### config.mk
export PLATFORM = sky130hd
export DESIGN_NAME = line_writer_flat
export DESIGN_NICKNAME = d
export VERILOG_FILES = /design/src/rtl/yscale_pkg.sv /design/src/rtl/line_buf_if.sv /design/src/rtl/line_writer.sv /design/src/flat_wrapper.sv
export SDC_FILE = /design/constraint.sdc
export NUM_CORES = 1
export LEC_CHECK = 0
export BUFFER_PORTS_ARGS = -buffer_cell sky130_fd_sc_hd__buf_4
export CORE_MARGIN = 2
export CORE_UTILIZATION = 44
export DETAILED_ROUTE_END_ITERATION = 10
export PLACE_DENSITY_LB_ADDON = 0.25
export SKIP_CTS_REPAIR_TIMING = 1
export SYNTH_ARGS = -nofsm -noshare
export SYNTH_HDL_FRONTEND = slang
export SYNTH_SLANG_ARGS = --single-unit
### constraint.sdc
create_clock -name clk -period 1.9 [get_ports clk]
set_input_delay 0.38 -clock clk [delete_from_list [all_inputs] [get_ports clk]]
set_output_delay 0.38 -clock clk [all_outputs]
set_load 0.05 [all_outputs]
### src/rtl/yscale_pkg.sv
package yscale_pkg;

	// Pixel and raster sizes
	localparam int PIXEL_WIDTH = 8;
	localparam int RESO_WIDTH = 10;

	// Line buffer rotation
	localparam int BUF_IDX_WIDTH = 2;
	localparam int BUF_NUM = 2 ** BUF_IDX_WIDTH;

	// Blend weight in quarters, 0 to SPLIT_NUM inclusive
	localparam int SPLIT_NUM = 4;
	localparam int RATIO_WIDTH = 3;

	typedef logic [PIXEL_WIDTH-1:0] pixel_t;
	typedef logic [RESO_WIDTH-1:0] reso_t;
	typedef logic [RATIO_WIDTH-1:0] ratio_t;
	typedef logic [BUF_IDX_WIDTH-1:0] buf_sel_t;

	// Line positions scaled by both heights
	typedef logic [2*RESO_WIDTH-1:0] phase_t;

endpackage
### src/rtl/line_buf_if.sv
interface line_buf_if import yscale_pkg::*; ();

	logic [BUF_NUM-1:0] buf_valid;
	logic [BUF_NUM-1:0] buf_last_line;
	logic               buf_release;
	buf_sel_t           rd_sel;
	buf_sel_t           rd_sel_prev;
	logic               first_line;

	modport writer (
		output buf_valid, buf_last_line,
		input  buf_release, rd_sel_prev, first_line
	);
	modport ctrl (
		input  buf_valid, buf_last_line,
		output buf_release, rd_sel, rd_sel_prev, first_line
	);
	modport reader (input rd_sel, rd_sel_prev);

endinterface

### src/rtl/line_writer.sv
module line_writer import yscale_pkg::*; (
	input  logic               clk,
	input  logic               int_reset,
	input  reso_t              i_s_height,
	input  logic               i_s_tvalid,
	input  pixel_t             i_s_tdata,
	input  logic               i_s_tlast,
	output logic               o_s_tready,
	output logic [BUF_NUM-1:0] o_wr_en,
	output reso_t              o_wr_addr,
	output pixel_t             o_wr_data,
	line_buf_if.writer         lb
);

	logic [BUF_NUM-1:0] wr_act;
	reso_t              col;
	reso_t              lines_left;
	logic               last_line;
	logic               s_next;
	logic               s_last;

	assign s_next = i_s_tvalid && o_s_tready;
	assign s_last = s_next && i_s_tlast;

	always_ff @(posedge clk) begin
		if (int_reset) begin
			wr_act <= BUF_NUM'(1);
			o_s_tready <= 1'b0;
			o_wr_en <= '0;
			col <= '0;
			lines_left <= i_s_height;
			last_line <= (i_s_height == reso_t'(1));
		end else begin
			o_wr_en <= s_next ? wr_act : '0;
			if (s_next)
				col <= i_s_tlast ? '0 : col + reso_t'(1);
			if (s_last) begin
				wr_act <= {wr_act[BUF_NUM-2:0], wr_act[BUF_NUM-1]};
				lines_left <= lines_left - reso_t'(1);
				last_line <= (lines_left == reso_t'(2));
			end
			// Open the input once the next target is free
			if (!o_s_tready && |(wr_act & ~lb.buf_valid))
				o_s_tready <= 1'b1;
			else if (s_last)
				o_s_tready <= 1'b0;
		end
	end

	always_ff @(posedge clk) begin
		if (s_next) begin
			o_wr_addr <= col;
			o_wr_data <= i_s_tdata;
		end
	end

	always_ff @(posedge clk) begin
		if (int_reset) begin
			lb.buf_valid <= '0;
			lb.buf_last_line <= '0;
		end else begin
			for (int i = 0; i < BUF_NUM; i++) begin
				if (s_last && wr_act[i]) begin
					lb.buf_valid[i] <= 1'b1;
					lb.buf_last_line[i] <= last_line;
				end else if (lb.buf_release && !lb.first_line
						&& lb.rd_sel_prev == buf_sel_t'(i)) begin
					lb.buf_valid[i] <= 1'b0;
				end
			end
		end
	end

	// No pixel lands in a buffer still holding an unread line
	assert property (@(posedge clk) disable iff (int_reset)
		s_next |-> (wr_act & lb.buf_valid) == '0);

endmodule

### src/flat_wrapper.sv
// flat-port wrapper written by rule: the top's interface ports become plain ports
module line_writer_flat import yscale_pkg::*;
  (clk, int_reset, i_s_height, i_s_tvalid, i_s_tdata, i_s_tlast, o_s_tready, o_wr_en, o_wr_addr, o_wr_data, lb_buf_valid, lb_buf_last_line, lb_buf_release, lb_rd_sel_prev, lb_first_line);
  line_buf_if lb_i ();
  input  logic clk;
  input  logic int_reset;
  input  reso_t i_s_height;
  input  logic i_s_tvalid;
  input  pixel_t i_s_tdata;
  input  logic i_s_tlast;
  output logic o_s_tready;
  output logic [BUF_NUM-1:0] o_wr_en;
  output reso_t o_wr_addr;
  output pixel_t o_wr_data;
  output wire logic [$bits(lb_i.buf_valid)-1:0] lb_buf_valid;
  output wire logic [$bits(lb_i.buf_last_line)-1:0] lb_buf_last_line;
  input wire logic [$bits(lb_i.buf_release)-1:0] lb_buf_release;
  input wire logic [$bits(lb_i.rd_sel_prev)-1:0] lb_rd_sel_prev;
  input wire logic [$bits(lb_i.first_line)-1:0] lb_first_line;
  assign lb_buf_valid = lb_i.buf_valid;
  assign lb_buf_last_line = lb_i.buf_last_line;
  assign lb_i.buf_release = lb_buf_release;
  assign lb_i.rd_sel_prev = lb_rd_sel_prev;
  assign lb_i.first_line = lb_first_line;
  line_writer u_core (.clk(clk), .int_reset(int_reset), .i_s_height(i_s_height), .i_s_tvalid(i_s_tvalid), .i_s_tdata(i_s_tdata), .i_s_tlast(i_s_tlast), .o_s_tready(o_s_tready), .o_wr_en(o_wr_en), .o_wr_addr(o_wr_addr), .o_wr_data(o_wr_data), .lb(lb_i));
endmodule
### Word level (Yosys, flattened, before mapping)

Cells that the tools add are included.

* add/subtract/negate cells: 2
* eq/ne operators: 5
* muxes and demuxes: 15
* bitwise logic cells: 3
* reductions and logical operators: 23

Operator list (number)
* $mux W10: 3
* $logic_and A1 B1 Y1: 12
* $mux W1: 12
* $reduce_bool A2 Y1: 6
* $add A10 B1 Y10 const B: 1
* $eq A10 B1 Y1 const B: 1
* $eq A10 B2 Y1 const B: 1
* $sub A10 B1 Y10 const B: 1
* $and A4 B4 Y4: 1
* $eq A2 B2 Y1 const B: 2
* $not A4 Y4: 1
* $reduce_or A4 Y1: 1
* $eq A2 B1 Y1 const B: 1
* $logic_not A1 Y1: 2
* $logic_not A2 Y1: 1
* $reduce_or A2 Y1: 1
* $not A1 Y1: 1

* flip-flop bits (word level): 56
* input port bits: 26
* output and inout bits: 31
* logic and storage cells: 64

### Logic depth before layout (Yosys ltp)

* word-level depth: 5
* gate-level depth with buffers: 5
* gate-level depth less buffers: 5

### Worst setup path before layout

OpenSTA, ideal clock, no wires.

* path type: register to register
* start point: reg u_core.o_s_tready
* end point: reg u_core.col[8]
* setup time: 0.081 ns
* data arrival time: 1.726 ns
* required time: 1.819 ns
* path slack: 0.093 ns
* cell stages (with the launch flop): 5
* path buffers: 1
* period minus slack after synthesis: 1.807 ns
* path through: dfxtp_1 > buf_2 > nand3_1 > or4_1 > a21oi_1

* longest elaborated chain between the ends: 1

Ends and longest elaborated chain
* from (decl): RTL line line_writer.sv:8 `output logic o_s_tready,`
* from (signal assigned): RTL line line_writer.sv:28 `o_s_tready <= 1'b0;`
* from (signal assigned): RTL line line_writer.sv:44 `o_s_tready <= 1'b1;`
* from (signal assigned): RTL line line_writer.sv:46 `o_s_tready <= 1'b0;`
* $logic_and A1 B1 Y1: RTL line line_writer.sv:22 `assign s_next = i_s_tvalid && o_s_tready;`
* to (signal assigned): RTL line line_writer.sv:36 `col <= i_s_tlast ? '0 : col + reso_t'(1);`
* to (decl): RTL line line_writer.sv:16 `reso_t col;`

No other way between the ends.
A chain may end at the register's enable or synchronous reset.

### Worst setup path in the final report

* start point: reg u_core.lines_left[0]
* end point: reg u_core.lines_left[6] (data pin)

* longest elaborated chain between the ends: 3

Ends and longest elaborated chain
* from (decl): RTL line line_writer.sv:17 `reso_t lines_left;`
* from (signal assigned): RTL line line_writer.sv:31 `lines_left <= i_s_height;`
* from (signal assigned): RTL line line_writer.sv:39 `lines_left <= lines_left - reso_t'(1);`
* $sub A10 B1 Y10: RTL line line_writer.sv:39
* $mux W10: RTL line line_writer.sv:37 `if (s_last) begin`
* $mux W10: RTL line line_writer.sv:26 `if (int_reset) begin`

No other way between the ends. The select of a mux whose other input is x is not followed.

==> impl_metrics.csv <==
group,metric,value,unit
cts,cts.path.max_buffers,2,
timing,worstMarginPinSlew,0.342,ns
power_and_ir_drop,switchingPower,0.606,mW
floorplanning,core,0.00504,mm²
cells_and_area,final.fill_count,456,
power_and_ir_drop,p_clk_share,29.0,%
synth,syn_area_per_cell,11.2,µm²
power_and_ir_drop,power_leakage,1.12,nW
cts,clockRootBuffer,"clkbuf_8",
cts,cts.sinks,56,
power_and_ir_drop,vdd_ir_drop_max,338,µV
critical_path,r2r_slack,0.09,ns
cells_and_area,drive_gt1_share,29.4,%
timing,tns,0,ns
route,wirelength,4370,µm
global_route,grt_max_degree,20,
timing,rsz0062_at_grt,"no",
route,dr_total_vias,1740,
power_and_ir_drop,combPwrFrac,13.1,%
power_and_ir_drop,p_int,1.75,mW
timing,fin_crit_sh,95.4,%
synth,synth_area,0.00226,mm²
cts,clk_pin_slew_worst_paths,0.10,ns
power_and_ir_drop,pwr-share-seq,58.0,%
global_route,grt-ovfl-total,0,
critical_path,cp.arrival,1.98,ns
synth,synth_top_area_share,38.5,%
synth,yosys.cell_types.count,35,
cells_and_area,areaGrowthSynthToFinish,28.5,%
synth,ys.flop_type,"edfxtp_1",
placement,place_congestion,0.790,
power_and_ir_drop,power_density,809,mW/mm²
status,status,"completed",
synth,ys_seq_area_share,62.3,%
timing,finalHoldViolations,0,
critical_path,worst-setup-path-type,"reg -> reg",
global_route,antenna_found_initial,0,
floorplanning,dieHeight,75.7,µm
synth,synthArstFlopShare,0,%
cts,cts_inserted_buffers,5,
route,drc,0,
critical_path,r2r_end,"u_core.lines_left[6]",
hold_path,min_from,"i_s_tdata[0]",
timing,slew-limit-headroom,77.1,%
floorplanning,rows,26,
cells_and_area,fin_nets,297,
critical_path,cp-start-kind,"flip-flop",
route,viasPerCell,5.13,
floorplanning,dieArea,0.00574,mm²
placement,io_buffers,56,
synth,synth_enable_flop_cells,29,
route,wl_per_cell,12.9,µm
floorplanning,initial_core_util,44.9,%
synth,synth_commonest_cells,"edfxtp_1 (29), dfxtp_1 (27), a21oi_1 (17), nand2_1 (16)",
synth,synth.most_common_cell,"edfxtp_1",
power_and_ir_drop,p_sw_share,25.7,%
global_route,grt_pass1_wl,6940,µm
cts,clock_latency,0.31,ns
floorplanning,chipWidth,75.7,µm
cts,cts_tree,"built",
critical_path,r2r_start,"u_core.lines_left[0]",
cells_and_area,antenna_cells,0,
cts,cts_htree_levels,2,
hold_path,min_path_type,"in -> reg",
floorplanning,ioPinCount,57,
global_route,grt_usage,16.1,%
route,first_pass_iters,4,
hold_path,min_path_cells,1,
timing,drv_slew,0,
synth,netlist_instances,202,
timing,max_freq,0.552,GHz
critical_path,cp_max_fo,5,
synth,ys_warn_count,0,
synth,synth-seq-cells,56,
run,maxCapViolCount,0,
critical_path,critPathCaptureType,"flip-flop",
route,drtIter0Drc,94,
hold_path,holdPathEnd,"u_core.o_wr_data[0]",
global_route,grt_pass1_vias,1535,
placement,dpl_cell_area,0.00281,mm²
timing,setup_viol,0,
placement,place_hpwl,3310,µm
timing,skew,0.00904,ns
synth,yosys.area.top_type,"edfxtp_1",
synth,syn_nets,231,
critical_path,reg2regPathDepth,5,
critical_path,cp_data_required_time,2.07,ns
synth,synth_area_leaders,"edfxtp_1 (38%), dfxtp_1 (24%), a21oi_1 (3.8%), or4_1 (3.0%), o21ai_0 (2.7%)",
route,antenna_left,0,
cells_and_area,stdcell_area,0.00291,mm²
timing,fin_crit,1.81,ns
area by class of cell:
cell class	count	area (µm²)	area share, %
inverter	14	52.6	1.81
tap	70	87.6	3.01
clock inverter	2	13.8	0.473
clock buffer	6	82.6	2.84
sequential	56	1410	48.5
multi-input combinational	127	782	26.9
timing repair buffer	64	480	16.5
how the worst max path moves through the flow:
stage	start	end	slack (ns)	cells past startpoint
after global placement	u_core.lines_left[0]	u_core.lines_left[6]	0.16	5
after CTS	u_core.lines_left[0]	u_core.lines_left[6]	0.07	5
after floorplan	u_core.o_s_tready	u_core.col[8]	0.09	4
after global routing	u_core.lines_left[0]	u_core.lines_left[6]	0.02	5
final	u_core.lines_left[0]	u_core.lines_left[6]	0.09	5
after detailed placement	u_core.lines_left[0]	u_core.lines_left[6]	0.09	5
flip-flops by register name, indices dropped and copies added (netlist names):
| register | flops |
|---|---|
| u_core.o_wr_en | 4 |
| u_core.lb.buf_valid | 4 |
| u_core.last_line | 1 |
| u_core.o_wr_data | 8 |
| u_core.col | 10 |
| u_core.wr_act | 4 |
| u_core.lb.buf_last_line | 4 |
| u_core.o_s_tready | 1 |
| u_core.o_wr_addr | 10 |
| u_core.lines_left | 10 |
layer usage:
| metal | GRT usage (%) | part of all wire (%) | vias up |
|---|---|---|---|
| li1 | - | - | 884 |
| met1 | 20.0 | 42 | 789 |
| met2 | 26.7 | 49 | 62 |
| met3 | 4.10 | 7.9 | 5 |
| met4 | 6.63 | 1.4 | 0 |
| met5 | 0 | 0 | - |
kinds of logic after synthesis:
| logic type | share of synthesized area [%] |
|---|---|
| AOI/OAI and AO/OA | 11.6 |
| xor gates and xnor gates | 1.55 |
| adders and majority gates | 1.66 |
| buffers and inverters | 3.26 |
| DFF | 62.3 |
| muxes | 1.77 |
| and+or+nand+nor | 17.8 |
power groups by stage:
stage / clock network, mW / registers, mW / logic [mW]
after floorplan: 0 / 1.47 / 0.104
after global placement: 0 / 1.39 / 0.305
after detailed placement: 0 / 1.39 / 0.310
after CTS: 0.701 / 1.37 / 0.311
after global routing: 0.746 / 1.37 / 0.340
final: 0.682 / 1.37 / 0.308
cells in the final DEF (no fill, tap or decap), types with 4 or more instances in the layout:
cell / netlist / routed
and2_1: 5 / 5
nand4_1: 8 / 8
mux2i_1: 4 / 4
o21ai_0: 12 / 12
dfxtp_1: 27 / 27
inv_1: 12 / 11
nand2_1: 16 / 16
a31oi_1: 4 / 4
or4_1: 9 / 9
buf_4: 0 / 64
a21oi_1: 17 / 17
edfxtp_1: 29 / 29
nor2_1: 10 / 10
nor3_1: 4 / 4
nand3_1: 6 / 6
o31ai_1: 6 / 6
clkbuf_8: 0 / 6
or3_1: 4 / 4
worst max-delay path: stages, from the launching register on:
cell and delay [ns]:
edfxtp_1 0.42, inv_2 0.08, ha_2 0.19, or4b_4 0.49
or4_1 0.40, nand3_1 0.10
per-stage QoR:
stage	cells	total power, mW	util [%]	hold slack, ns	setup slack, ns
floorplan	202	1.57	-	0.422	0.0928
global placement	331	1.70	55.8	0.435	0.156
detailed placement	331	1.70	55.8	0.441	0.0926
CTS	339	2.38	57.7	0.234	0.0695
global route	339	2.46	57.7	0.222	0.0165
finish	339	2.36	57.7	0.237	0.0881
Note: power is estimated with default switching activity, not from simulation.
