## src/rtl/yscale_pkg.sv

```systemverilog
package yscale_pkg;

	// Pixel and raster sizes
	localparam int PIXEL_WIDTH = 8;
	localparam int RESO_WIDTH = 10;

	// Line buffer rotation
	localparam int BUF_IDX_WIDTH = 2;
	localparam int BUF_NUM = 2 ** BUF_IDX_WIDTH;

	// Blend weight in quarters, 0 to SPLIT_NUM inclusive
	localparam int SPLIT_NUM = 4;
	localparam int RATIO_WIDTH = 3;

	typedef logic [PIXEL_WIDTH-1:0] pixel_t;
	typedef logic [RESO_WIDTH-1:0] reso_t;
	typedef logic [RATIO_WIDTH-1:0] ratio_t;
	typedef logic [BUF_IDX_WIDTH-1:0] buf_sel_t;

	// Line positions scaled by both heights
	typedef logic [2*RESO_WIDTH-1:0] phase_t;

endpackage
```

## src/rtl/blend_if.sv

```systemverilog
interface blend_if import yscale_pkg::*; ();

	logic   valid;
	logic   ready;
	pixel_t pix_prev;
	pixel_t pix_cur;
	// Weight of the current line is implied
	ratio_t weight_prev;
	logic   last;

	modport src (
		output valid, pix_prev, pix_cur, weight_prev, last,
		input  ready
	);
	modport dst (
		input  valid, pix_prev, pix_cur, weight_prev, last,
		output ready
	);

endinterface

```

## src/rtl/line_buf_if.sv

```systemverilog
interface line_buf_if import yscale_pkg::*; ();

	logic [BUF_NUM-1:0] buf_valid;
	logic [BUF_NUM-1:0] buf_last_line;
	logic               buf_release;
	buf_sel_t           rd_sel;
	buf_sel_t           rd_sel_prev;
	logic               first_line;

	modport writer (
		output buf_valid, buf_last_line,
		input  buf_release, rd_sel_prev, first_line
	);
	modport ctrl (
		input  buf_valid, buf_last_line,
		output buf_release, rd_sel, rd_sel_prev, first_line
	);
	modport reader (input rd_sel, rd_sel_prev);

endinterface

```

## src/rtl/line_reader.sv

```systemverilog
module line_reader import yscale_pkg::*; (
	input  logic       clk,
	input  logic       int_reset,
	input  reso_t      i_s_width,
	input  logic       i_line_go,
	input  ratio_t     i_weight,
	input  pixel_t     i_rd_data [BUF_NUM],
	output logic       o_rd_en,
	output reso_t      o_rd_addr,
	output logic       o_line_end,
	line_buf_if.reader lb,
	blend_if.src       bl
);

	reso_t s_width;
	reso_t col;
	logic  active;
	logic  pend;
	logic  pend_last;
	logic  room;
	logic  hand;

	// pend marks buffer outputs holding a pixel not yet staged
	assign room = !bl.valid || bl.ready;
	assign hand = pend && room;
	assign o_rd_en = active && (!pend || room) && !pend_last;
	assign o_rd_addr = col;

	always_ff @(posedge clk) begin
		if (int_reset)
			s_width <= i_s_width;
	end

	always_ff @(posedge clk) begin
		if (int_reset) begin
			active <= 1'b0;
			col <= '0;
			pend <= 1'b0;
			pend_last <= 1'b0;
			o_line_end <= 1'b0;
			bl.valid <= 1'b0;
			bl.last <= 1'b0;
		end else begin
			o_line_end <= hand && pend_last;
			if (i_line_go)
				active <= 1'b1;
			else if (hand && pend_last)
				active <= 1'b0;
			if (!active) begin
				col <= '0;
				pend_last <= 1'b0;
			end else if (o_rd_en) begin
				col <= col + reso_t'(1);
				pend_last <= (col == reso_t'(s_width - 1'b1));
			end
			if (o_rd_en)
				pend <= 1'b1;
			else if (room)
				pend <= 1'b0;
			if (hand) begin
				bl.valid <= 1'b1;
				bl.last <= pend_last;
			end else if (bl.ready) begin
				bl.valid <= 1'b0;
			end
		end
	end

	always_ff @(posedge clk) begin
		if (hand) begin
			bl.pix_prev <= i_rd_data[lb.rd_sel_prev];
			bl.pix_cur <= i_rd_data[lb.rd_sel];
			bl.weight_prev <= i_weight;
		end
	end

endmodule

```

## src/flat_wrapper.sv

```systemverilog
// flat-port wrapper written by rule: the top's interface ports become plain ports
module line_reader_flat import yscale_pkg::*;
  (clk, int_reset, i_s_width, i_line_go, i_weight, i_rd_data, o_rd_en, o_rd_addr, o_line_end, lb_rd_sel, lb_rd_sel_prev, bl_valid, bl_pix_prev, bl_pix_cur, bl_weight_prev, bl_last, bl_ready);
  line_buf_if lb_i ();
  blend_if bl_i ();
  input  logic clk;
  input  logic int_reset;
  input  reso_t i_s_width;
  input  logic i_line_go;
  input  ratio_t i_weight;
  input  pixel_t i_rd_data[BUF_NUM];
  output logic o_rd_en;
  output reso_t o_rd_addr;
  output logic o_line_end;
  input wire logic [$bits(lb_i.rd_sel)-1:0] lb_rd_sel;
  input wire logic [$bits(lb_i.rd_sel_prev)-1:0] lb_rd_sel_prev;
  output wire logic [$bits(bl_i.valid)-1:0] bl_valid;
  output wire logic [$bits(bl_i.pix_prev)-1:0] bl_pix_prev;
  output wire logic [$bits(bl_i.pix_cur)-1:0] bl_pix_cur;
  output wire logic [$bits(bl_i.weight_prev)-1:0] bl_weight_prev;
  output wire logic [$bits(bl_i.last)-1:0] bl_last;
  input wire logic [$bits(bl_i.ready)-1:0] bl_ready;
  assign lb_i.rd_sel = lb_rd_sel;
  assign lb_i.rd_sel_prev = lb_rd_sel_prev;
  assign bl_valid = bl_i.valid;
  assign bl_pix_prev = bl_i.pix_prev;
  assign bl_pix_cur = bl_i.pix_cur;
  assign bl_weight_prev = bl_i.weight_prev;
  assign bl_last = bl_i.last;
  assign bl_i.ready = bl_ready;
  line_reader u_core (.clk(clk), .int_reset(int_reset), .i_s_width(i_s_width), .i_line_go(i_line_go), .i_weight(i_weight), .i_rd_data(i_rd_data), .o_rd_en(o_rd_en), .o_rd_addr(o_rd_addr), .o_line_end(o_line_end), .lb(lb_i), .bl(bl_i));
endmodule
```

## config.mk

```make
export PLATFORM = sky130hd
export DESIGN_NAME = line_reader_flat
export DESIGN_NICKNAME = d
export VERILOG_FILES = /design/src/rtl/yscale_pkg.sv /design/src/rtl/blend_if.sv /design/src/rtl/line_buf_if.sv /design/src/rtl/line_reader.sv /design/src/flat_wrapper.sv
export SDC_FILE = /design/constraint.sdc
export NUM_CORES = 1
export LEC_CHECK = 0
export BUFFER_PORTS_ARGS = -buffer_cell sky130_fd_sc_hd__buf_2
export CORE_UTILIZATION = 48
export DETAILED_ROUTE_END_ITERATION = 16
export HOLD_SLACK_MARGIN = 0.15
export PLACE_DENSITY = 0.88
export SYNTH_ARGS = -nofsm -noshare
export SYNTH_HDL_FRONTEND = slang
export SYNTH_SLANG_ARGS = --single-unit
```

## constraint.sdc

```tcl
create_clock -name clk -period 2.3 [get_ports clk]
set_input_delay 0.345 -clock clk [delete_from_list [all_inputs] [get_ports clk]]
set_output_delay 0.345 -clock clk [all_outputs]
set_load 0.02 [all_outputs]
```

-- Word-level counts from Yosys, hierarchy flattened
Cells that the tools add are included.
- flip-flop bits (word level): 45
- input bits: 53
- output and inout bits: 33
- logic and storage cells: 44
- $add $sub $neg: 2
- order comparisons: 2
- equal/unequal tests: 1
- muxes and demuxes: 12
- bitwise logic cells: 3
- reduce and logical (&&, ||, !) cells: 13
- operators with widths (cell ; number):
    8-bit binary-select mux with 2-bit select ; 2
    8-bit 2-to-1 mux ; 4
    10-bit by 1-bit adder with 10-bit output, second input constant ; 1
    10-bit == test ; 1
    10-bit by 1-bit subtractor with 10-bit output, second input constant ; 1
    3-bit greater-or-equal comparator, second input constant ; 2
    1-bit 2-to-1 mux ; 6
    2-bit inverter with 3-bit output ; 2
    2-bit nonzero test ; 3
    1-bit logical AND ; 4
    1-bit logical NOT ; 3
    1-bit logical OR ; 2
    2-bit OR reduction ; 1
    1-bit inverter ; 1

-- Longest topological paths before layout
- word-level depth: 6
- mapped depth: 7
- gate-level depth less buffers: 7

-- Worst setup path before layout
No wires, ideal clock.
- path kind: reg2reg
- from: register u_core.s_width[2]
- to: register u_core.pend_last
- library setup time: 121 ps
- arrival time: 1930 ps
- data required time: 2179 ps
- path slack: 248 ps
- cell stages (with the launch flop): 6
- buffers on the path: 0
- period minus slack after synthesis: 2052 ps
- cell sequence: edfxtp_1 > or4_4 > or4_4 > mux2_4 > a31oi_1 > o31ai_1
- cells in the longest elaborated chain, start to end: 2
- RTL lines (what ; line ; source):
    start, declared ; line_reader.sv:15 ; reso_t s_width;
    start signal, assigned ; line_reader.sv:31 ; s_width <= i_s_width;
    10-bit by 1-bit subtractor with 10-bit output ; line_reader.sv:54 ; pend_last <= (col == reso_t'(s_width - 1'b1));
    10-bit == test ; line_reader.sv:54 ;
    end signal, assigned ; line_reader.sv:54 ;
    end, declared ; line_reader.sv:19 ; logic pend_last;
Every way passes these cells.
A chain may end at the register's enable or synchronous reset.

-- Worst setup path in the final report
Same ends and word-level chain as after synthesis.

==> reports/qor.csv <==
metric,value,unit
ys_warn_count,0,
clock_sink_count,45,
grt_antenna_before_repair,0,
worst_ep_required,2.48,ns
leakage,1.12,nW
postSynthCellCount,159,
wirelength,4.73,mm
max_slew_margin,73.0,%
post_dp_cell_area,0.00267,sq mm
post_cts_resized,0,
drt_pass1_iterations,4,
worstSetupStartpoint,u_core.s_width[2],
synthDistinctLibCells,30,
slew_viol_final,0,
mappedNetlistNets,214,
avgRoutedWirePerCell,15.7,um
fp.dieArea,0.00480,sq mm
path_clk_slew,0.09,ns
netlist_area,0.00217,sq mm
synthDominantCellAreaShare,40.0,%
port_buffers,85,
critPathLaunchType,register,
synthesis.area_per_instance,13.7,sq um
setup_repair_after_global_routing_missed_its_margin,false,
die_h,69.3,um
yosys_register_bits,45,
criticalPathCategory,register to register,
detail_route.iter0.violations,129,
pwr_density_cell,605,mW/mm^2
hold_class,input port to register,
gpl.final_weighted_congestion,0.975,
reg2reg_to,u_core.pend_last,
dr_total_vias,1663,
layout_common_cells,"sky130_fd_sc_hd__buf_2, sky130_fd_sc_hd__edfxtp_1, sky130_fd_sc_hd__mux4_2, sky130_fd_sc_hd__dfxtp_1, sky130_fd_sc_hd__nor2_1",
layout.cells.non_filler,302,
cts_tree,yes,
finalCriticalPeriod,2.14,ns
fin_setup_tns,0,ns
chipWidth,69.3,um
clockRootBuffer,sky130_fd_sc_hd__clkbuf_8,
final.period_utilization,93.1,%
grt_usage,21.6,%
share_of_layout_cells_above_drive_strength_1,47.2,%
drv.max_cap_violation_count,0,
layout.cell_area.non_filler,0.00277,sq mm
setup_viol_count_final,0,
placement_rows,24,
fmax,0.467,GHz
avgViaCountPerCell,5.51,
htreeDepth,2,
hold_buffers,0,
globalRoute.totalOverflow,0,
worst_margin_pin_slew,0.405,ns
post_synth_main_area_contributors,"sky130_fd_sc_hd__edfxtp_1, sky130_fd_sc_hd__mux4_2, sky130_fd_sc_hd__dfxtp_1",
fin_worst_skew,0.00366,ns
cp.arrival,2.32,ns
outcome,"finished, final reports clean",
tritoncts.num_buffers,5,
cell_type_with_the_highest_aggregate_area_in_the_netlist,sky130_fd_sc_hd__edfxtp_1,
worst_skew_pair_later_pin_latency,0.29,ns
insertedDiodeCount,0,
clock_tree.buffer_depth,2,
critical_path_endpoint_category,register,
worstReg2RegStart,u_core.s_width[2],
dp_hpwl,3.78,mm
antenna_violating_nets_post_route,0,
vdd.ir_drop.worst,0.373,mV
first_global_vias,1857,
hold_viol,0,
timing.reg2reg.setup_slack,0.16,ns
initial_core_utilization,49.9,%
floorplan.io_pins,86,
nNetsFinal,304,
critical_path.max_fanout,5,
syn2layout_area_growth,27.4,%
synth_sequential_area_ratio,54.8,%
placed_cells_incl_taps,294,
drc_errors,0,
grt_start_max_net_pins,17,
worst_r2r_path_depth,5,
most_frequent_standard_cell_in_the_layout_excluding_fill_and_tap_cells,sky130_fd_sc_hd__buf_2,
core-area,0.00435,sq mm
critPathCapture,u_core.pend_last,
first_pass_grt_wire_length,8.16,mm
cts_post_setup_buffers_inserted,0,
-- synth_stat cells --
master                     number
sky130_fd_sc_hd__a21oi_1        7
sky130_fd_sc_hd__a31oi_1        1
sky130_fd_sc_hd__and4_1         1
sky130_fd_sc_hd__buf_1          2
sky130_fd_sc_hd__clkbuf_1       3
sky130_fd_sc_hd__dfxtp_1       16
sky130_fd_sc_hd__edfxtp_1      29
sky130_fd_sc_hd__ha_1           2
sky130_fd_sc_hd__inv_1          4
sky130_fd_sc_hd__mux2_4         1
sky130_fd_sc_hd__mux2i_1        3
sky130_fd_sc_hd__mux4_2        16
sky130_fd_sc_hd__nand2_1        6
sky130_fd_sc_hd__nand2b_1       3
sky130_fd_sc_hd__nand3_1        5
sky130_fd_sc_hd__nand3b_1       2
sky130_fd_sc_hd__nand4_1        3
sky130_fd_sc_hd__nor2_1        14
sky130_fd_sc_hd__nor2b_1        4
sky130_fd_sc_hd__nor3_1         3
sky130_fd_sc_hd__nor3b_1        1
sky130_fd_sc_hd__nor4_1         1
sky130_fd_sc_hd__o21ai_0        3
sky130_fd_sc_hd__o31ai_1        2
sky130_fd_sc_hd__or3_1          3
sky130_fd_sc_hd__or3_2          1
sky130_fd_sc_hd__or3b_2         1
sky130_fd_sc_hd__or4_4          2
sky130_fd_sc_hd__xnor2_1       13
sky130_fd_sc_hd__xor2_1         7
-- routing by layer --
metal | vias up | GRT usage (%) | wire length, um
li1 | 785 | - | -
met1 | 792 | 23.0 | 1680
met2 | 77 | 39.7 | 2540
met3 | 9 | 7.70 | 440
met4 | 0 | 6.12 | 70
met5 | - | 0 | 0
-- area by class of cell --
| class | instances | area [sq um] |
|---|---|---|
| Timing Repair Buffer | 88 | 448 |
| Multi-Input combinational cell | 105 | 952 |
| Tap cell | 52 | 65.1 |
| Clock inverter | 2 | 17.5 |
| Fill cell | 339 | 1580 |
| Clock buffer | 6 | 82.6 |
| Sequential cell | 45 | 1190 |
| Inverter | 4 | 15.0 |
-- registers in the layout, indices dropped and copies added (netlist names) --
register               flops
u_core.active              1
u_core.bl.last             1
u_core.bl.pix_cur          8
u_core.bl.pix_prev         8
u_core.bl.valid            1
u_core.bl.weight_prev      3
u_core.o_line_end          1
u_core.o_rd_addr          10
u_core.pend                1
u_core.pend_last           1
u_core.s_width            10
-- cells by family (layout without fill, tap and decap cells) --
family                   count (synthesis)  after routing  share of synthesized area, %
XOR/XNOR                                20             20                          8.06
multiplexers                            20             20                          18.6
buffers and inverters                    9            100                          1.55
adder cells (fa/ha/maj)                  2              2                          1.15
AND/OR/NAND/NOR                         50             50                          12.5
flip-flops                              45             45                          54.8
AO/OA/AOI/OAI                           13             13                          3.28
-- worst min path at each step --
| stage | startpoint | to | slack (ns) | cells past startpoint |
|---|---|---|---|---|
| final | i_s_width[3] | u_core.s_width[3] | 0.22 | 1 |
| after global routing | i_weight[1] | u_core.bl.weight_prev[1] | 0.21 | 1 |
| after CTS | i_s_width[3] | u_core.s_width[3] | 0.21 | 1 |
| after detailed placement | u_core.bl.last | u_core.bl.last | 0.49 | 2 |
| after global placement | u_core.bl.last | u_core.bl.last | 0.46 | 2 |
| after floorplan | int_reset | u_core.bl.last | 0.41 | 1 |
-- critical path, stage by stage, from the launching register on --
cell                       delay [ns]
sky130_fd_sc_hd__edfxtp_1        0.45
sky130_fd_sc_hd__or4_4           0.57
sky130_fd_sc_hd__or4_4           0.45
sky130_fd_sc_hd__mux2_4          0.31
sky130_fd_sc_hd__a31oi_1         0.16
sky130_fd_sc_hd__o31ai_1         0.10
-- stage by stage --
stage / total power, W / utilization, % / worst slack, ns / hold WS, ns
CTS: 0.00170 / 63.6 / 0.150 / 0.214
global placement: 0.00116 / 61.4 / 0.203 / 0.460
global route: 0.00176 / 63.6 / 0.109 / 0.206
finish: 0.00168 / 63.6 / 0.160 / 0.221
detailed placement: 0.00118 / 61.4 / 0.177 / 0.486
floorplan: 0.00108 / - / 0.248 / 0.414
-- power by group --
part           switching (W)  internal, W
registers          0.0000222     0.000902
logic               0.000111     0.000122
clock network       0.000269     0.000249
(Power assumes the default switching activity.)
