**config.mk**
```make
export PLATFORM = sky130hd
export DESIGN_NAME = scale_stepper
export DESIGN_NICKNAME = d
export VERILOG_FILES = /design/src/rtl/yscale_pkg.sv /design/src/rtl/scale_stepper.sv
export SDC_FILE = /design/constraint.sdc
export NUM_CORES = 1
export LEC_CHECK = 0
export BUFFER_PORTS_ARGS = -buffer_cell sky130_fd_sc_hd__buf_2
export CAP_MARGIN = 20
export CORE_AREA = 2 2 116 129
export CTS_CLUSTER_SIZE = 16
export DETAILED_ROUTE_END_ITERATION = 8
export DIE_AREA = 0 0 118 131
export PLACE_DENSITY = 0.78
export SLEW_MARGIN = 20
export SYNTH_ARGS = -nofsm -noshare
export SYNTH_HDL_FRONTEND = slang
export SYNTH_SLANG_ARGS = --single-unit
```
**constraint.sdc**
```tcl
create_clock -name clk -period 2.46 [get_ports clk]
set_input_delay 0.369 -clock clk [delete_from_list [all_inputs] [get_ports clk]]
set_output_delay 0.369 -clock clk [all_outputs]
set_load 0.02 [all_outputs]
```
**src/rtl/yscale_pkg.sv**
```systemverilog
package yscale_pkg;

	// Pixel and raster sizes
	localparam int PIXEL_WIDTH = 8;
	localparam int RESO_WIDTH = 10;

	// Line buffer rotation
	localparam int BUF_IDX_WIDTH = 2;
	localparam int BUF_NUM = 2 ** BUF_IDX_WIDTH;

	// Blend weight in quarters, 0 to SPLIT_NUM inclusive
	localparam int SPLIT_NUM = 4;
	localparam int RATIO_WIDTH = 3;

	typedef logic [PIXEL_WIDTH-1:0] pixel_t;
	typedef logic [RESO_WIDTH-1:0] reso_t;
	typedef logic [RATIO_WIDTH-1:0] ratio_t;
	typedef logic [BUF_IDX_WIDTH-1:0] buf_sel_t;

	// Line positions scaled by both heights
	typedef logic [2*RESO_WIDTH-1:0] phase_t;

endpackage
```
**src/rtl/scale_stepper.sv**
```systemverilog
module scale_stepper import yscale_pkg::*; (
	input  logic   clk,
	input  logic   int_reset,
	input  reso_t  i_s_height,
	input  reso_t  i_m_height,
	input  logic   i_step_in,
	input  logic   i_step_out,
	input  logic   i_line_done,
	output logic   o_need_line,
	output logic   o_last_in_line,
	output logic   o_last_out_line,
	output ratio_t o_weight
);

	reso_t  s_height;
	reso_t  m_height;
	reso_t  thr [SPLIT_NUM];
	reso_t  in_left;
	reso_t  out_left;
	phase_t in_phase;
	phase_t out_phase;
	phase_t diff;
	logic   first_line;
	logic   last_prev;
	logic   single;
	logic   weigh;
	ratio_t weight_next;

	// Both taps sit on the last line once last_prev is set
	assign o_need_line = (in_phase >= out_phase) || last_prev;
	assign o_last_out_line = (out_left == reso_t'(1));

	always_ff @(posedge clk) begin
		if (int_reset) begin
			s_height <= i_s_height;
			m_height <= i_m_height;
			for (int i = 0; i < SPLIT_NUM; i++) begin
				thr[i] <= reso_t'(phase_t'(i_m_height) * (i + 1) / SPLIT_NUM);
			end
		end
	end

	always_ff @(posedge clk) begin
		if (int_reset) begin
			in_phase <= phase_t'(i_m_height);
			in_left <= i_s_height;
			o_last_in_line <= (i_s_height == reso_t'(1));
			last_prev <= (i_s_height == reso_t'(1));
			first_line <= 1'b1;
		end else if (i_step_in) begin
			last_prev <= o_last_in_line;
			if (!o_last_in_line) begin
				in_phase <= in_phase + phase_t'({m_height, 1'b0});
				in_left <= in_left - reso_t'(1);
				o_last_in_line <= (in_left == reso_t'(2));
				first_line <= 1'b0;
			end
		end
	end

	always_ff @(posedge clk) begin
		if (int_reset) begin
			out_phase <= phase_t'(i_s_height);
			out_left <= i_m_height;
		end else if (i_line_done) begin
			out_phase <= out_phase + phase_t'({s_height, 1'b0});
			out_left <= out_left - reso_t'(1);
		end
	end

	// Difference first, thresholds compared a cycle later
	always_ff @(posedge clk) begin
		if (i_step_out) begin
			diff <= in_phase - out_phase;
			single <= first_line || last_prev;
		end
	end

	always_comb begin
		weight_next = ratio_t'(SPLIT_NUM);
		for (int i = SPLIT_NUM - 1; i >= 0; i--) begin
			if (diff <= phase_t'(thr[i]))
				weight_next = ratio_t'(i);
		end
		if (single)
			weight_next = ratio_t'(SPLIT_NUM);
	end

	always_ff @(posedge clk) begin
		if (int_reset) begin
			weigh <= 1'b0;
			o_weight <= '0;
		end else begin
			weigh <= i_step_out;
			if (weigh)
				o_weight <= weight_next;
		end
	end

endmodule

```
# Word level (Yosys, flattened, before mapping)
# Memories as Yosys holds them, arrays and structs flattened.
# Index checks and enable logic that the tools add are counted.
# Widths: inputs -> output; s select.
dict set report word_totals {
  register_bits 108
  mem_bits_rw 40
  output_inout_bits 6
  wordCells 60
  n_memories 1
}
# memory words word_bits read_ports rd_ports_with_merged_regs wr line
set memory_table {}
lappend memory_table {thr 4 10 4 0 4 scale_stepper.sv:17} ;# reso_t thr [SPLIT_NUM];
dict set report classes {
  add_sub_neg 5
  n_mul 1
  n_lt_le_gt_ge 5
  eq_ne 4
  muxes 22
  bitwise 1
  n_reduce_logical 6
}
# op n
set ops {}
lappend ops {{$mux 10} 10}
lappend ops {{$le 20x10->1} 4}
lappend ops {{$add 20x11->20} 2}
lappend ops {{$eq 10x1->1 const B} 2}
lappend ops {{$ge 20x20->1} 1}
lappend ops {{$sub 10x1->10 const B} 2}
lappend ops {{$sub 20x20->20} 1}
lappend ops {{$mux 3} 5}
lappend ops {{$mul 10x2->12 const B} 1}
lappend ops {{$eq 10x2->1 const B} 1}
lappend ops {{$mux 1} 7}
lappend ops {{$reduce_and 2->1} 2}
lappend ops {{$reduce_bool 2->1} 2}
lappend ops {{$logic_or 1x1->1} 2}
lappend ops {{$ne 2x2->1 const B} 1}
lappend ops {{$not 1->1} 1}

# Depth between registers and ports, before layout
# Gate-level depths: netlist (run 1).
# An unclocked memory read counts as a cell.
dict set report logic_depth {
  ltp_word 7
  depth_mapped 9
}

# Least setup slack after synthesis (run 1)
# OpenSTA, ideal clock, no wires.
dict set report synth_path {
  kind {register to output}
  startpoint {reg out_phase[0]}
  endpoint {out o_need_line}
  arrival_ps 2316
  required_time_ps 2091
  slack_ps -225
  stages_incl_launch_ff 9
  cell_sequence {edfxtp_1 ha_1 fa_1 nand2b_1 a2111oi_0 nor2b_1 o21ai_1 a21oi_1 o21ai_1}
}
dict set report synth_via {
  elab_chain_len 2
}
# item line
set synth_lines {}
lappend synth_lines {{start, declared} scale_stepper.sv:21} ;# phase_t out_phase;
lappend synth_lines {{start signal, assigned} scale_stepper.sv:63} ;# out_phase <= phase_t'(i_s_height);
lappend synth_lines {{start signal, assigned} scale_stepper.sv:66} ;# out_phase <= out_phase + phase_t'({s_height, 1'b0});
lappend synth_lines {{$ge 20x20->1} scale_stepper.sv:30} ;# assign o_need_line = (in_phase >= out_phase) || last_prev;
lappend synth_lines {{$logic_or 1x1->1} scale_stepper.sv:30}
lappend synth_lines {{end, declared} scale_stepper.sv:9} ;# output logic o_need_line,
# No other way between the ends.

# Worst setup path after layout (run 1)
dict set report layout_path {
  startpoint {reg in_phase[6]}
  endpoint {out o_need_line}
}
dict set report layout_via {
  elab_chain_len 2
}
# item line
set layout_lines {}
lappend layout_lines {{start, declared} scale_stepper.sv:20} ;# phase_t in_phase;
lappend layout_lines {{start signal, assigned} scale_stepper.sv:45} ;# in_phase <= phase_t'(i_m_height);
lappend layout_lines {{start signal, assigned} scale_stepper.sv:53} ;# in_phase <= in_phase + phase_t'({m_height, 1'b0});
lappend layout_lines {{$ge 20x20->1} scale_stepper.sv:30}
lappend layout_lines {{$logic_or 1x1->1} scale_stepper.sv:30}
# No other way between the ends.

==> impl_metrics.toml, run 1 <==
[status]
status = "finished with violations"
violations = "setup timing"

[pwr]
ir_drop_mv = 0.520
power.density_nw_per_um2 = 929
p_leak_nw = 3.96

[timing]
worst_pin_slew_ps = 556
rsz0062_at_grt = "true"
hold_viol = 0
period_needed_ps = 2880
period_share_pct = 117
slew_viol_final = 0
fin_ws_ps = -416
tns_ps = -674
relSlewSlack_pct = 62.5
fmax_mhz = 348
fin_skew_ps = 11.7
setup_viol = 5

[cells_and_area]
syn2layout_area_growth_pct = 19.6
final_area_um2 = 9440
fillers = 1090
insertedDiodeCount = 0
drive_above_1_share_pct = 17.8
nets = 971

[grt]
grt_max_degree = 46
overflow = 0
grt_pass1_vias = 6091
grt_pass1_wl_um = 28900
grt_use_total_pct = 23.9
grt_antenna_before_repair = 0

[clocking]
clock_sinks = 118
numCtsBuffers = 17
clkTransAtPathRegs_ps = 60
clock_latency_ps = 430
htreeDepth = 4
cts_root_buf = "clkbuf_16"
cts_hold_buf = 0
clock_path_buffers = 2
cts_tree = "done"

[critical_path]
critPathArrivalTime_ps = 2510
end_kind = "output pin"
cp_max_fo = 4
endpoint = "o_need_line"
reg2reg_slack_ps = -110
crit_path_cell_trace = "ha_1 -> a21o_1 -> a221oi_2 -> nor2b_2 -> o21ai_2 -> a21oi_2 -> o21ai_2 -> buf_6"
required_ps = 2090
crit_slowest_cell = "edfxtp_1"
reg2reg_from = "out_phase[1]$_DFFE_PN_"
rr_worst_depth = 11
crit_path_start = "in_phase[6]$_DFFE_PP_"
worstSetupPathType = "reg2out"
cp-start-kind = "flip-flop"
cpPeakStageDelay_ps = 410
path_common_cell = "o21ai_2"
reg2reg_to = "out_phase[13]$_SDFFE_PP0P_"

[worst_hold_path]
hold_path_class = "in2reg"
hold_depth = 1

[floorplan]
die-height_um = 131
start_util_pct = 55.5
die_x_um = 118
core_um2 = 14200
rows = 46
dieArea_um2 = 15500
pin_count = 31

[synth]
synth_seq_cells = 118
synth-async-reset-ratio_pct = 0
synth-edff-count = 93
synth_flop_cell = "edfxtp_1"
ys_seq_area_share_pct = 41.7
syn-num-nets = 895
postSynthAreaPerCell_um2 = 10.2
netlist_instances = 775
synth_cell_types = 72
netlist_area_um2 = 7890
ys_warn_count = 0

[routing]
drtIter0Drc = 571
firstDrtPassIters = 5
vias = 6209
drtAntennaViolNets = 0
wirelength_um = 18500
via_per_inst = 5.88
drc = 0
wl_per_cell_um = 17.5

[place]
place_congestion = 0.880
hpwl_um = 13000
dpl_cell_area_um2 = 8480
port_buffers = 30

[run]
maxCapViolCount = 0
==> per-layer routing <==
metal	routed length [um]	GRT usage [%]	vias up
li1	-	-	3018
met1	7650	27.9	2927
met2	9290	42.7	207
met3	907	5.03	57
met4	652	11.2	0
met5	0	0	-
==> cells in the mapped netlist (4+ instances only) <==
library cell | count | area [um2]
and4_1 | 4 | 35.0
and3_1 | 11 | 68.8
nand3_1 | 14 | 70.1
nor3_1 | 14 | 70.1
mux2_1 | 12 | 135
a21boi_1 | 4 | 30.0
a21o_1 | 21 | 158
fa_1 | 4 | 80.1
o211ai_1 | 7 | 52.6
o21bai_1 | 5 | 37.5
nand2_1 | 46 | 173
xor2_1 | 19 | 166
a21oi_1 | 45 | 225
o21a_1 | 11 | 82.6
o21ai_0 | 31 | 155
a211oi_1 | 9 | 67.6
dfxtp_1 | 25 | 500
nor4_1 | 6 | 37.5
a31oi_1 | 5 | 31.3
mux2_2 | 4 | 45.0
inv_1 | 66 | 248
nor2_1 | 57 | 214
or3_1 | 4 | 25.0
xnor2_1 | 37 | 324
ha_1 | 91 | 1140
nand2b_1 | 7 | 43.8
o21ai_1 | 24 | 120
clkbuf_1 | 10 | 37.5
edfxtp_1 | 93 | 2790
nor2b_1 | 20 | 125
nand4_1 | 10 | 62.6
==> worst min-delay path by stage <==
stage,from,endpoint,slack [ps]
5_1_grt,i_s_height[0],s_height[0]$_DFFE_PP_,130
6_report,i_s_height[0],s_height[0]$_DFFE_PP_,140
3_3_place_gp,first_line$_SDFFE_PP1P_,first_line$_SDFFE_PP1P_,430
2_1_floorplan,first_line$_SDFFE_PP1P_,first_line$_SDFFE_PP1P_,420
4_1_cts,i_s_height[0],s_height[0]$_DFFE_PP_,130
3_5_place_dp,first_line$_SDFFE_PP1P_,first_line$_SDFFE_PP1P_,430
==> cell families (layout without fill, tap and decap cells) <==
group                    Yosys count  after routing  share of synthesized area (%)
AO/OA/AOI/OAI                    193            193                           16.0
flip-flops                       118            118                           41.7
multiplexers                      18             18                           2.54
XOR/XNOR                          56             56                           6.22
buffers and inverters             80            169                           4.01
adder cells (fa/ha/maj)           95             95                           15.4
AND/OR/NAND/NOR                  215            215                           14.1
==> cell type report <==
class | count | area, um2 | area share (%)
Clock inverter | 15 | 228 | 2.41
Timing Repair Buffer | 71 | 487 | 5.16
Sequential cell | 118 | 3290 | 34.9
Clock buffer | 17 | 425 | 4.51
Tap cell | 192 | 240 | 2.55
Inverter | 66 | 248 | 2.62
Multi-Input combinational cell | 577 | 4520 | 47.9
==> sequential cells by signal, indices dropped and copies added (netlist names) <==
| name | flops |
|---|---|
| diff | 20 |
| in_phase | 20 |
| out_phase | 20 |
| thr | 11 |
| in_left | 10 |
| out_left | 10 |
| s_height | 10 |
| m_height | 9 |
| o_weight | 3 |
| first_line | 1 |
| last_prev | 1 |
| o_last_in_line | 1 |
| single | 1 |
| weigh | 1 |
==> through the flow <==
stage	util (%)	cells	power [mW]	hold WS [ps]	worst slack [ps]
after floorplan	-	775	4.90	419	19.4
after global routing	66.4	1056	9.25	127	-543
after detailed placement	59.7	1012	5.67	434	-108
after CTS	65.0	1048	8.54	132	-403
final	66.4	1056	8.77	143	-416
after global placement	59.7	1012	5.57	429	-104
==> critical path: cells and delay by family (launching register included) <==
kind	cells	cell delay [ps]
flip-flops	1	410
AND/OR/NAND/NOR	1	230
AO/OA/AOI/OAI	5	920
adder cells (fa/ha/maj)	1	380
buffers and inverters	1	150
==> report_power, final <==
group / leakage (nW) / switching (mW) / internal, mW
Sequential: 1.13 / 0.275 / 2.63
Combinational: 2.52 / 1.68 / 1.43
Clock: 0.314 / 0.947 / 1.80
==> cells in the final DEF, fill, tap and decap left out, types with 5 or more instances in the layout <==
cell type	synthesis	routed
and3_1	11	11
o21a_1	11	11
mux2_1	12	10
nand2b_1	7	6
xnor2_1	37	36
clkbuf_16	0	17
buf_4	0	39
nand4_1	10	10
buf_2	1	28
o211ai_1	7	7
a211oi_2	1	5
a21oi_1	45	43
edfxtp_1	93	93
nand3_1	14	13
bufinv_16	0	5
o21ai_0	31	31
ha_1	91	87
a21o_1	21	21
inv_1	66	65
nor4_1	6	5
nor2b_1	20	18
nand2_1	46	46
o21ai_1	24	20
dfxtp_1	25	25
nor3_1	14	14
xor2_1	19	19
o21bai_1	5	5
nor2_1	57	57
==> what timing repair did <==
action	CTS	global route
setup endpoints to repair	5	21
buffers inserted	4	10
pin swaps	8	10
gates resized for setup	15	26
Power figures use the tool's default switching activity.
==> run 2, diff against run 1 <==
Settings changed: CORE_AREA 2 2 116 129 to 2 2 114 127, DIE_AREA 0 0 118 131 to 0 0 116 129, PLACE_DENSITY 0.78 to 0.75.
Clock period 2.46 ns to 3.4 ns, I/O delays scaled along.
==> run 2 against run 1 <==
The run now ends clean. Sequential share of layout area up 2.2 points. Worst setup slack gained 570 ps. Design area decreased by 5.8%. Clock power decreased by 32%. Combinational power decreased by 37%. Clock skew fell by 1.3 ps. First-iteration DRC count shrank 39%. Die area down 3.2%. Global-route usage is 2.0 points higher. Count of clock-buffer cells in the layout did not move. Critical path depth increased by 2. Critical path type unchanged. Highest routed layer unchanged.
==> impl_metrics.toml, run 2 (synthesis results as in run 1) <==
[timing]
rsz0062_at_grt = "false"
setup_viol = 0
worst_pin_slew_ps = 608
hold_viol = 0
fin_skew_ps = 10.4
fmax_mhz = 309
tns_ps = 0
period_share_pct = 95.3
relSlewSlack_pct = 59.5
period_needed_ps = 3240
slew_viol_final = 0
fin_ws_ps = 159

[grt]
grt_pass1_vias = 6087
grt_use_total_pct = 25.9
grt_max_degree = 53
grt_antenna_before_repair = 0
grt_pass1_wl_um = 29600
overflow = 0

[status]
status = "finished clean"

[critical_path]
cp_max_fo = 3
worstSetupPathType = "reg2out"
cp-start-kind = "flip-flop"
crit_path_cell_trace = "ha_1 -> fa_2 -> nand2b_2 -> a2111oi_4 -> buf_4 -> nor2b_2 -> o21ai_1 -> a21oi_1 -> o21ai_1 -> buf_4"
required_ps = 2890
critPathArrivalTime_ps = 2730
worst-path-buf-inv = 2
cpPeakStageDelay_ps = 360
crit_slowest_cell = "edfxtp_1"
end_kind = "output pin"
cp_top_family = "compound AO/OA/AOI/OAI gates"

[pwr]
ir_drop_mv = 0.439
power.density_nw_per_um2 = 667
p_leak_nw = 3.73

[floorplan]
dieArea_um2 = 15000
die-height_um = 129
die_x_um = 116
rows = 45
pin_count = 31
start_util_pct = 57.9
core_um2 = 13600

[routing]
wl_per_cell_um = 17.7
drtIter0Drc = 350
via_per_inst = 5.91
drc = 0
wirelength_um = 18000
vias = 5996
drtAntennaViolNets = 0
firstDrtPassIters = 5

[cells_and_area]
insertedDiodeCount = 0
final_common_cell = "edfxtp_1"
largestRegisters = "diff: 20 flops, in_phase: 20 flops, out_phase: 20 flops"
syn2layout_area_growth_pct = 12.6
drive_above_1_share_pct = 10.5
final_cell_mix = "edfxtp_1 (93), ha_1 (91), inv_1 (66)"
nets = 934

[place]
hpwl_um = 13800
port_buffers = 30
dp_slack_ps = 331
place_congestion = 0.911

[clocking]
clock_sinks = 118
cts_tree = "done"
clock_path_buffers = 2
htreeDepth = 4
clkTransAtPathRegs_ps = 60
cts_root_buf = "clkbuf_16"
clock_latency_ps = 420
cts_hold_buf = 0
numCtsBuffers = 17

[worst_hold_path]
hold_path_class = "in2reg"

[run]
maxCapViolCount = 0
-- run 2: path summary, 6_finish.rpt --
path,start,end,depth (start not counted),slack (ps)
min reg2reg,first_line$_SDFFE_PP1P_,first_line$_SDFFE_PP1P_,1,450
min,i_s_height[0],s_height[0]$_DFFE_PP_,1,270
max,out_phase[0]$_DFFE_PP_,o_need_line,10,160
max reg2reg,out_phase[1]$_DFFE_PN_,out_phase[19]$_SDFFE_PP0P_,9,650
-- run 2: where the power goes --
group          internal [mW]  switching (mW)  total, mW
clock network           1.17           0.707       1.87
registers               1.91           0.195       2.10
logic                  0.846            1.10       1.95
-- run 2: cell type report --
class / instances / area, um2
Clock buffer: 17 / 425
Clock inverter: 15 / 194
Fill cell: 1104 / 4740
Inverter: 66 / 248
Multi-Input combinational cell: 577 / 4310
Sequential cell: 118 / 3290
Tap cell: 188 / 235
Timing Repair Buffer: 34 / 185
-- run 2: layer usage --
| metal | global-route usage [%] | up-vias | part of all wire (%) |
|---|---|---|---|
| li1 | - | 2936 | - |
| met2 | 43.2 | 164 | 48 |
| met4 | 13.4 | 0 | 4.1 |
| met1 | 32.2 | 2845 | 43 |
| met5 | 0 | - | 0 |
| met3 | 4.47 | 51 | 4.3 |
-- run 2: timing repair --
item / in CTS / in global routing
resized for setup: 2 / 5
pin swaps: 0 / 2
setup endpoints to repair: 1 / 1
endpoints found under the hold margin: 0 / 0
setup buffers: 0 / 0
-- run 2: per-stage QoR --
| stage | cell area (um2) | power, mW | instances | util, % | hold WS, ps |
|---|---|---|---|---|---|
| after floorplan | 7890 | 3.52 | 775 | - | 419 |
| after global placement | 8240 | 3.94 | 983 | 60.5 | 435 |
| after detailed placement | 8240 | 4.03 | 983 | 60.5 | 437 |
| after CTS | 8870 | 5.91 | 1015 | 65.1 | 261 |
| after global routing | 8890 | 6.28 | 1015 | 65.2 | 278 |
| final | 8890 | 5.93 | 1015 | 65.2 | 275 |
